$ cat src/common/dram_macros.svh
/*
 * shared widths for the sequencer ports and counter
 * small simulation timing values, in clock cycles
 * mode register load table (bank group, bank, address)
 * address for the ZQ calibration command
 */
`ifndef DRAM_MACROS_SVH
`define DRAM_MACROS_SVH

// widths
`define DRAM_CNT_W  12
`define DRAM_ROW_W  17
`define DRAM_COL_W  10
`define DRAM_ADDR_W 14
`define DRAM_BG_W   2
`define DRAM_BA_W   2

// init timings, shortened for simulation
`define T_PWUP   12'd10
`define T_PDXPR  12'd8
`define T_DLLK   12'd12
`define T_MOD    12'd4
`define T_ZQINIT 12'd16

// request timings
`define T_RCD    12'd3
`define T_CAS    12'd4
`define T_BURST  12'd4
`define T_WL     12'd3
`define T_WR     12'd4
`define T_RP     12'd3

// first load, enables the DLL through MR1
`define MR_DLL_BG   2'h0
`define MR_DLL_BA   2'h1
`define MR_DLL_ADDR 14'h0001

// remaining loads, in issue order
`define MR3_BG   2'h0
`define MR3_BA   2'h3
`define MR3_ADDR 14'h0000
`define MR6_BG   2'h1
`define MR6_BA   2'h2
`define MR6_ADDR 14'h080F
`define MR5_BG   2'h1
`define MR5_BA   2'h1
`define MR5_ADDR 14'h0000
`define MR4_BG   2'h1
`define MR4_BA   2'h0
`define MR4_ADDR 14'h1000
`define MR2_BG   2'h0
`define MR2_BA   2'h2
`define MR2_ADDR 14'h0088
`define MR1_BG   2'h0
`define MR1_BA   2'h1
`define MR1_ADDR 14'h0001
`define MR0_BG   2'h0
`define MR0_BA   2'h0
`define MR0_ADDR 14'h041D

// ZQCL long calibration, A10 high
`define ZQ_ADDR 14'h0400

`endif

$ cat src/common/dram_cmd_pkg.sv
/*
 * DDR4 command pin bundle width
 * command opcodes as {cs_n, act_n, ras_n_a16, cas_n_a15, we_n_a14}
 */
package dram_cmd_pkg;

    parameter int CMD_W = 5;

    typedef enum logic [CMD_W-1:0] {
        // chip not selected
        DESEL_CMD     = 5'b11111,
        // cs_n high, command pins held low while the device powers up
        POWER_UP_PRG  = 5'b10000,
        // mode register set
        LOAD_MODE_CMD = 5'b01000,
        ZQ_CMD        = 5'b01110,
        // low three bits carry row bits 16..14 on the pins
        ACTIVATE_CMD  = 5'b00000,
        WRITE_CMD     = 5'b01100,
        READ_CMD      = 5'b01101,
        PRECHARGE_CMD = 5'b01010
    } cmd_t;

endpackage

$ cat src/common/dram_state_pkg.sv
/*
 * sequencer state type
 * init chain first, then the request loop
 */
package dram_state_pkg;

    typedef enum logic [4:0] {
        // power-up and reset release
        POWER_UP,
        PRE_RESET,
        RESET,
        NOP,
        // mode register loads, DLL first
        LOAD_MODE_DLL,
        LOAD_BG0_REG3,
        LOAD_BG1_REG6,
        LOAD_BG1_REG5,
        LOAD_BG1_REG4,
        LOAD_BG0_REG2,
        LOAD_BG0_REG1,
        LOAD_BG0_REG0,
        ZQ_CL,
        // request loop
        IDLE,
        ACTIVATE,
        WRITE_COMMAND,
        READ_COMMAND,
        PRECHARGE
    } dram_state_t;

endpackage

$ cat src/dram_command/dram_cmd_encoder.sv
/*
 * command pin encoding from state and timing count
 * mode register table, bank and address muxing
 * power, reset and clock-enable levels through init
 * data window enables and the request done pulse
 */
`timescale 1ns/1ps
`include "dram_macros.svh"

module dram_cmd_encoder
    import dram_state_pkg::*;
    import dram_cmd_pkg::*;
(
    input  dram_state_t             state,
    input  logic [`DRAM_CNT_W-1:0]  timing_count,
    input  logic                    expired,
    input  logic [`DRAM_BG_W-1:0]   bg,
    input  logic [`DRAM_BA_W-1:0]   ba,
    input  logic [`DRAM_ROW_W-1:0]  row,
    input  logic [`DRAM_COL_W-1:0]  col,
    output logic                    cs_n,
    output logic                    act_n,
    output logic                    ras_n_a16,
    output logic                    cas_n_a15,
    output logic                    we_n_a14,
    output logic [`DRAM_BG_W-1:0]   ram_bg,
    output logic [`DRAM_BA_W-1:0]   ram_ba,
    output logic [`DRAM_ADDR_W-1:0] ram_addr,
    output logic                    cke,
    output logic                    reset_n,
    output logic                    pwr,
    output logic                    vref,
    output logic                    wr_en,
    output logic                    rd_en,
    output logic                    request_done
);

    cmd_t             cmd;
    logic [CMD_W-1:0] cmd_pins;
    logic             issue;
    logic [`DRAM_ADDR_W-1:0] col_addr;

    // commands go out on the first cycle of a state only
    assign issue = (timing_count == 1);

    // A13 low, A12 high for no burst chop, A11 low, A10 low for no auto-precharge
    assign col_addr = {1'b0, 1'b1, 1'b0, 1'b0, col};

    always_comb begin
        cmd      = DESEL_CMD;
        ram_bg   = '0;
        ram_ba   = '0;
        ram_addr = '0;
        case (state)
            POWER_UP, PRE_RESET, RESET: if (issue) cmd = POWER_UP_PRG;
            LOAD_MODE_DLL: begin
                if (issue) begin
                    cmd      = LOAD_MODE_CMD;
                    ram_bg   = `MR_DLL_BG;
                    ram_ba   = `MR_DLL_BA;
                    ram_addr = `MR_DLL_ADDR;
                end
            end
            LOAD_BG0_REG3: begin
                if (issue) begin
                    cmd      = LOAD_MODE_CMD;
                    ram_bg   = `MR3_BG;
                    ram_ba   = `MR3_BA;
                    ram_addr = `MR3_ADDR;
                end
            end
            LOAD_BG1_REG6: begin
                if (issue) begin
                    cmd      = LOAD_MODE_CMD;
                    ram_bg   = `MR6_BG;
                    ram_ba   = `MR6_BA;
                    ram_addr = `MR6_ADDR;
                end
            end
            LOAD_BG1_REG5: begin
                if (issue) begin
                    cmd      = LOAD_MODE_CMD;
                    ram_bg   = `MR5_BG;
                    ram_ba   = `MR5_BA;
                    ram_addr = `MR5_ADDR;
                end
            end
            LOAD_BG1_REG4: begin
                if (issue) begin
                    cmd      = LOAD_MODE_CMD;
                    ram_bg   = `MR4_BG;
                    ram_ba   = `MR4_BA;
                    ram_addr = `MR4_ADDR;
                end
            end
            LOAD_BG0_REG2: begin
                if (issue) begin
                    cmd      = LOAD_MODE_CMD;
                    ram_bg   = `MR2_BG;
                    ram_ba   = `MR2_BA;
                    ram_addr = `MR2_ADDR;
                end
            end
            LOAD_BG0_REG1: begin
                if (issue) begin
                    cmd      = LOAD_MODE_CMD;
                    ram_bg   = `MR1_BG;
                    ram_ba   = `MR1_BA;
                    ram_addr = `MR1_ADDR;
                end
            end
            LOAD_BG0_REG0: begin
                if (issue) begin
                    cmd      = LOAD_MODE_CMD;
                    ram_bg   = `MR0_BG;
                    ram_ba   = `MR0_BA;
                    ram_addr = `MR0_ADDR;
                end
            end
            ZQ_CL: begin
                if (issue) begin
                    cmd      = ZQ_CMD;
                    ram_addr = `ZQ_ADDR;
                end
            end
            ACTIVATE: begin
                if (issue) begin
                    cmd      = ACTIVATE_CMD;
                    ram_bg   = bg;
                    ram_ba   = ba;
                    ram_addr = row[`DRAM_ADDR_W-1:0];
                end
            end
            // bank and column stay on the bus for the whole burst
            WRITE_COMMAND, READ_COMMAND: begin
                if (issue) begin
                    cmd = (state == WRITE_COMMAND) ? WRITE_CMD : READ_CMD;
                end
                ram_bg   = bg;
                ram_ba   = ba;
                ram_addr = col_addr;
            end
            // single bank precharge, A10 stays low
            PRECHARGE: begin
                if (issue) begin
                    cmd    = PRECHARGE_CMD;
                    ram_bg = bg;
                    ram_ba = ba;
                end
            end
            default: cmd = DESEL_CMD;
        endcase
    end

    // activate shares ras/cas/we with row bits 16..14
    always_comb begin
        cmd_pins = cmd;
        if (state == ACTIVATE && issue) begin
            cmd_pins[2:0] = row[`DRAM_ROW_W-1:`DRAM_ADDR_W];
        end
    end

    assign {cs_n, act_n, ras_n_a16, cas_n_a15, we_n_a14} = cmd_pins;

    // supply, reset and clock enable ramp
    always_comb begin
        cke     = 1'b1;
        reset_n = 1'b1;
        pwr     = 1'b1;
        vref    = 1'b1;
        case (state)
            POWER_UP: begin
                cke     = 1'b0;
                reset_n = 1'b0;
                pwr     = 1'b0;
                vref    = 1'b0;
            end
            PRE_RESET: begin
                cke     = 1'b0;
                reset_n = 1'b0;
            end
            // reset released, clock still disabled
            RESET:   cke = 1'b0;
            default: cke = 1'b1;
        endcase
    end

    // data windows, counted from the column command
    assign wr_en = (state == WRITE_COMMAND)
                && (timing_count > `T_WL)
                && (timing_count <= `T_WL + `T_BURST);
    assign rd_en = (state == READ_COMMAND)
                && (timing_count > `T_CAS)
                && (timing_count <= `T_CAS + `T_BURST);

    // last cycle of the column state
    assign request_done = expired && (state == WRITE_COMMAND || state == READ_COMMAND);

endmodule

$ cat src/dram_command/dram_command.sv
/*
 * DDR4 command sequencer top level
 * timer, state machine and pin encoder
 */
`timescale 1ns/1ps
`include "dram_macros.svh"

module dram_command
    import dram_state_pkg::*;
(
    input  logic                    CLK,
    input  logic                    nRST,
    // scheduler side
    input  logic                    wr_req,
    input  logic                    rd_req,
    input  logic [`DRAM_BG_W-1:0]   bg,
    input  logic [`DRAM_BA_W-1:0]   ba,
    input  logic [`DRAM_ROW_W-1:0]  row,
    input  logic [`DRAM_COL_W-1:0]  col,
    output logic                    request_done,
    output logic                    wr_en,
    output logic                    rd_en,
    // RAM side
    output logic                    cs_n,
    output logic                    act_n,
    output logic                    ras_n_a16,
    output logic                    cas_n_a15,
    output logic                    we_n_a14,
    output logic [`DRAM_BG_W-1:0]   ram_bg,
    output logic [`DRAM_BA_W-1:0]   ram_ba,
    output logic [`DRAM_ADDR_W-1:0] ram_addr,
    output logic                    cke,
    output logic                    reset_n,
    output logic                    pwr,
    output logic                    vref
);

    dram_state_t            state;
    logic [`DRAM_CNT_W-1:0] timing_count;
    logic                   expired;

    dram_timer i_timer (
        .CLK          (CLK),
        .nRST         (nRST),
        .state        (state),
        .timing_count (timing_count),
        .expired      (expired)
    );

    dram_fsm i_fsm (
        .CLK     (CLK),
        .nRST    (nRST),
        .expired (expired),
        .wr_req  (wr_req),
        .rd_req  (rd_req),
        .state   (state)
    );

    dram_cmd_encoder i_encoder (
        .state        (state),
        .timing_count (timing_count),
        .expired      (expired),
        .bg           (bg),
        .ba           (ba),
        .row          (row),
        .col          (col),
        .cs_n         (cs_n),
        .act_n        (act_n),
        .ras_n_a16    (ras_n_a16),
        .cas_n_a15    (cas_n_a15),
        .we_n_a14     (we_n_a14),
        .ram_bg       (ram_bg),
        .ram_ba       (ram_ba),
        .ram_addr     (ram_addr),
        .cke          (cke),
        .reset_n      (reset_n),
        .pwr          (pwr),
        .vref         (vref),
        .wr_en        (wr_en),
        .rd_en        (rd_en),
        .request_done (request_done)
    );

endmodule

$ cat src/dram_command/dram_fsm.sv
/*
 * sequencer state register and next-state logic
 * init chain stepped on each expiry, ending in IDLE
 * one request at a time through ACTIVATE, READ or WRITE and PRECHARGE
 */
`timescale 1ns/1ps

module dram_fsm
    import dram_state_pkg::*;
(
    input  logic        CLK,
    input  logic        nRST,
    input  logic        expired,
    input  logic        wr_req,
    input  logic        rd_req,
    output dram_state_t state
);

    dram_state_t next_state;

    always_comb begin
        next_state = state;
        case (state)
            // init chain
            POWER_UP:      if (expired) next_state = PRE_RESET;
            PRE_RESET:     if (expired) next_state = RESET;
            RESET:         if (expired) next_state = NOP;
            NOP:           if (expired) next_state = LOAD_MODE_DLL;
            LOAD_MODE_DLL: if (expired) next_state = LOAD_BG0_REG3;
            LOAD_BG0_REG3: if (expired) next_state = LOAD_BG1_REG6;
            LOAD_BG1_REG6: if (expired) next_state = LOAD_BG1_REG5;
            LOAD_BG1_REG5: if (expired) next_state = LOAD_BG1_REG4;
            LOAD_BG1_REG4: if (expired) next_state = LOAD_BG0_REG2;
            LOAD_BG0_REG2: if (expired) next_state = LOAD_BG0_REG1;
            LOAD_BG0_REG1: if (expired) next_state = LOAD_BG0_REG0;
            LOAD_BG0_REG0: if (expired) next_state = ZQ_CL;
            ZQ_CL:         if (expired) next_state = IDLE;
            // wait for a request level
            IDLE: begin
                if (wr_req || rd_req) begin
                    next_state = ACTIVATE;
                end
            end
            // write wins when both are held
            ACTIVATE: begin
                if (expired) begin
                    if (wr_req) begin
                        next_state = WRITE_COMMAND;
                    end else if (rd_req) begin
                        next_state = READ_COMMAND;
                    end else begin
                        // request dropped so the row is closed again
                        next_state = PRECHARGE;
                    end
                end
            end
            WRITE_COMMAND: if (expired) next_state = PRECHARGE;
            READ_COMMAND:  if (expired) next_state = PRECHARGE;
            PRECHARGE:     if (expired) next_state = IDLE;
            default:       next_state = POWER_UP;
        endcase
    end

    always_ff @(posedge CLK, negedge nRST) begin
        if (!nRST) begin
            state <= POWER_UP;
        end else begin
            state <= next_state;
        end
    end

endmodule

$ cat src/dram_command/dram_timer.sv
/*
 * per-state timing counter
 * rollover value per state from the timing macros
 * expiry flag for the FSM and the encoder
 */
`timescale 1ns/1ps
`include "dram_macros.svh"

module dram_timer
    import dram_state_pkg::*;
(
    input  logic                   CLK,
    input  logic                   nRST,
    input  dram_state_t            state,
    output logic [`DRAM_CNT_W-1:0] timing_count,
    output logic                   expired
);

    logic [`DRAM_CNT_W-1:0] rollover;
    logic [`DRAM_CNT_W-1:0] next_count;

    // how long each state lasts
    always_comb begin
        // idle never expires
        rollover = '1;
        case (state)
            POWER_UP, PRE_RESET, RESET: rollover = `T_PWUP;
            NOP:                        rollover = `T_PDXPR;
            LOAD_MODE_DLL:              rollover = `T_DLLK;
            LOAD_BG0_REG3,
            LOAD_BG1_REG6,
            LOAD_BG1_REG5,
            LOAD_BG1_REG4,
            LOAD_BG0_REG2,
            LOAD_BG0_REG1,
            LOAD_BG0_REG0:              rollover = `T_MOD;
            ZQ_CL:                      rollover = `T_ZQINIT;
            ACTIVATE:                   rollover = `T_RCD;
            WRITE_COMMAND:              rollover = `T_WL + `T_WR + `T_BURST;
            READ_COMMAND:               rollover = `T_CAS + `T_BURST;
            PRECHARGE:                  rollover = `T_RP;
            default:                    rollover = '1;
        endcase
    end

    assign expired = (timing_count == rollover);

    // restart at 1 so the next state sees 1 on entry
    always_comb begin
        next_count = timing_count + 1'b1;
        if (expired || state == IDLE) begin
            next_count = 1;
        end
    end

    always_ff @(posedge CLK, negedge nRST) begin
        if (!nRST) begin
            // POWER_UP also starts at 1
            timing_count <= 1;
        end else begin
            timing_count <= next_count;
        end
    end

endmodule

$ cat config.mk
export PLATFORM = sky130hd
export DESIGN_NAME = dram_command
export DESIGN_NICKNAME = d
export VERILOG_FILES = /design/src/common/dram_cmd_pkg.sv /design/src/common/dram_state_pkg.sv /design/src/dram_command/dram_cmd_encoder.sv /design/src/dram_command/dram_command.sv /design/src/dram_command/dram_fsm.sv /design/src/dram_command/dram_timer.sv
export VERILOG_INCLUDE_DIRS = /design/src /design/src/common
export SDC_FILE = /design/constraint.sdc
export NUM_CORES = 1
export LEC_CHECK = 0
export BUFFER_PORTS_ARGS = -buffer_cell sky130_fd_sc_hd__clkbuf_2
export CORE_UTILIZATION = 55
export DETAILED_ROUTE_END_ITERATION = 10
export MAX_ROUTING_LAYER = met4
export PLACE_DENSITY = 0.88
export SLEW_MARGIN = 20
export SYNTH_ARGS = -nofsm -noshare
export SYNTH_HDL_FRONTEND = slang
export SYNTH_SLANG_ARGS = --single-unit
export TNS_END_PERCENT = 30
$ cat constraint.sdc
create_clock -name CLK -period 4.8 [get_ports CLK]
set_input_delay 0.48 -clock CLK [delete_from_list [all_inputs] [get_ports CLK]]
set_output_delay 0.48 -clock CLK [all_outputs]
set_load 0.01 [all_outputs]
==> reports/results.tsv <==
metric	value	unit
status	complete, no violations	
Leakage	0.00104	µW
Final Skew	0.00464	ns
clk buf depth	2	
most frequent cells in the layout	clkbuf_2, nand2_1, nor2_1	
Period minus WS final	3.73	ns
worst setup path class	reg -> out	
Fmax	268	MHz
design area	2210	µm²
dpl hpwl	4.08	mm
CP delay by family, top	flip-flops	
antenna-violating nets left	0	
Ys Warns	0	
antenna violations before repair	0	
Main synth FF type	dfrtp_1	
Area Growth Syn to Fin	15.6	%
sequential power share	0.608	
RSZ-0062 raised after global routing	false	
Via-to-Cell Ratio	6.04	
relative slew slack	0.381	
crit path max-delay cell type	dfrtp_1	
Layout Cells excl Fill	372	
Placed Area	2180	µm²
Min Hold Slack	0.102	ns
Final Cycle Share	0.777	
WL/cell	14.6	µm
CTS resizes	0	
clock sinks	17	
Post-CTS Hold Fix Bufs	0	
setup TNS	0	ns
CP cell instances	inv_1, o21ai_0, mux2_2, or4b_1, a21oi_1, clkbuf_2	
initial core utilization	0.573	
Final Max Slew Viols	0	
largest net degree at the start of global routing	33	
PD cells	107	nW/µm²
first-pass GRT wire length	8.44	mm
Max IR drop VDD	0.134	mV
Internal	186	µW
Combinational Power Share	0.074	
Crit. End Element	primary output	
Post-CTS Setup Bufs	0	
overall routing resource usage	0.316	
CTS root buf	clkbuf_4	
number of synthesized register bits	17	
syn avg cell area	6.88	µm²
Die X	61.0	µm
Worst Hold Class	in -> async	
register area share after synthesis	0.223	
Netlist cell types	59	
Num CTS Buffers	3	
worst slew pin tran	0.929	ns
clock-pin slew on the worst setup and hold paths	0.09	ns
GRT overflow	0	
CTS H-tree lvls	1	
Net Sw Frac	0.212	
Clock power frac	0.318	
Slowest Stage Delay on Critical Path	0.92	ns
Total Wirelength	5.43	mm
fin nets	365	
layout cells sized above 1	0.242	
WP data required	4.32	ns
input/output buffers	64	
1st-pass router iterations	5	
CTS tree	built	
routed via count	2246	
sw power	50.0	µW
Mapped Nets	316	
Post-Syn Instances	278	
die height	61.0	µm
gp weighted congestion	0.966	
critical path data arrival time	3.25	ns
io pins	65	
n_diodes	0	
total of max-cap violations	0	
post-synthesis async set-or-reset flop share	1.00	
Placement Rows	21	
vias in the first global route	1739	
cell count after placement	368	
Post-synth EDFFs	0	
core box area	3340	µm²
leading cell type in the layout, fill and taps excluded	clkbuf_2	
Mapped Area	1910	µm²
Reg area	427	µm²
fill cell count	327	
endpoints failing setup	0	
clk_lat worst skew	0.29	ns
Final Hold Viols	0	
die area	3720	µm²
initial DRC count	303	
DRC	0	
Worst Path Buf+Inv	2	
multi-input logic area	1340	µm²
Setup crit start kind	flop	
Crit Path Max Fanout	29	
==> area by class of cell <==
| cell class | count | share of cell area |
|---|---|---|
| Multi-Input combinational cell | 230 | 0.604 |
| Sequential cell | 17 | 0.193 |
| Clock buffer | 4 | 0.0119 |
| Inverter | 10 | 0.0170 |
| Tap cell | 46 | 0.0260 |
| Timing Repair Buffer | 65 | 0.148 |
==> path summary, 6_finish.rpt <==
kind | start | to | slack, ns | cells after the start
min in group CLK | i_timer.timing_count[0] | i_timer.timing_count[0] | 0.52 | 1
min | nRST | i_timer.timing_count[11] | 0.10 | 1
max in group asynchronous | nRST | i_timer.timing_count[0] | 4.37 | 1
max | i_fsm.state[2] | request_done | 1.07 | 6
max reg2reg | i_fsm.state[2] | i_fsm.state[2] | 1.49 | 6
min reg2reg | i_timer.timing_count[0] | i_timer.timing_count[0] | 0.52 | 1
==> metrics by stage <==
stage | setup slack, ns | total power, µW | utilization
detailed placement | 1.46 | 164 | 0.655
CTS | 1.12 | 239 | 0.663
global route | 0.893 | 246 | 0.663
finish | 1.07 | 236 | 0.663
floorplan | 2.25 | 147 | -
global placement | 1.58 | 163 | 0.655
==> state kept, by name (all words and copies together), names as in the netlist <==
name                  cells
i_fsm.state               5
i_timer.timing_count     12
==> cell usage after synthesis (all sizes together) (2+ instances only) <==
cell type | count | share of area
nor2b | 3 | 0.011
or3 | 2 | 0.0065
nor4b | 3 | 0.017
xnor2 | 3 | 0.014
and2 | 4 | 0.013
a21o | 4 | 0.016
a211oi | 2 | 0.010
a22o | 6 | 0.027
a221oi | 3 | 0.014
nor2 | 34 | 0.068
a31o | 2 | 0.0092
inv | 10 | 0.020
mux2 | 3 | 0.018
o21ai | 24 | 0.063
a31oi | 4 | 0.013
a21oi | 18 | 0.047
nand2 | 43 | 0.084
o21a | 2 | 0.0078
buf | 15 | 0.048
dfrtp | 16 | 0.21
a32o | 2 | 0.010
clkbuf | 6 | 0.012
and2b | 2 | 0.0078
nand3 | 16 | 0.042
nor3 | 8 | 0.021
nand2b | 4 | 0.013
nor4 | 5 | 0.016
xor2 | 7 | 0.032
ha | 3 | 0.020
a22oi | 2 | 0.0078
and3 | 3 | 0.0098
==> power by group through the flow <==
stage | registers, µW | logic (µW) | clock network [µW]
after floorplan | 146 | 0.945 | 0
after global placement | 146 | 17.3 | 0
after detailed placement | 146 | 17.6 | 0
after CTS | 143 | 17.7 | 78.4
after global routing | 143 | 19.8 | 82.9
final | 143 | 17.5 | 75.0
==> metal layers <==
metal | routed length, µm | share of wire | track usage | vias to the layer above
met4 | 68 | 0.013 | 0.0649 | 0
met5 | 0 | 0 | - | -
met3 | 508 | 0.094 | 0.0597 | 8
li1 | - | - | - | 1096
met2 | 2510 | 0.46 | 0.455 | 115
met1 | 2340 | 0.43 | 0.460 | 1027
==> cell families (layout without fill, tap and decap cells) <==
group	after synthesis	after routing	share of synthesized area
AND/OR/NAND/NOR	132	132	0.331
XOR/XNOR	10	10	0.0458
adder cells (fa/ha/maj)	3	3	0.0196
multiplexers	4	4	0.0229
buffers and inverters	31	79	0.0791
AO/OA/AOI/OAI	81	81	0.279
flip-flops	17	17	0.223
No activity file was read; power rests on OpenSTA's default activity.
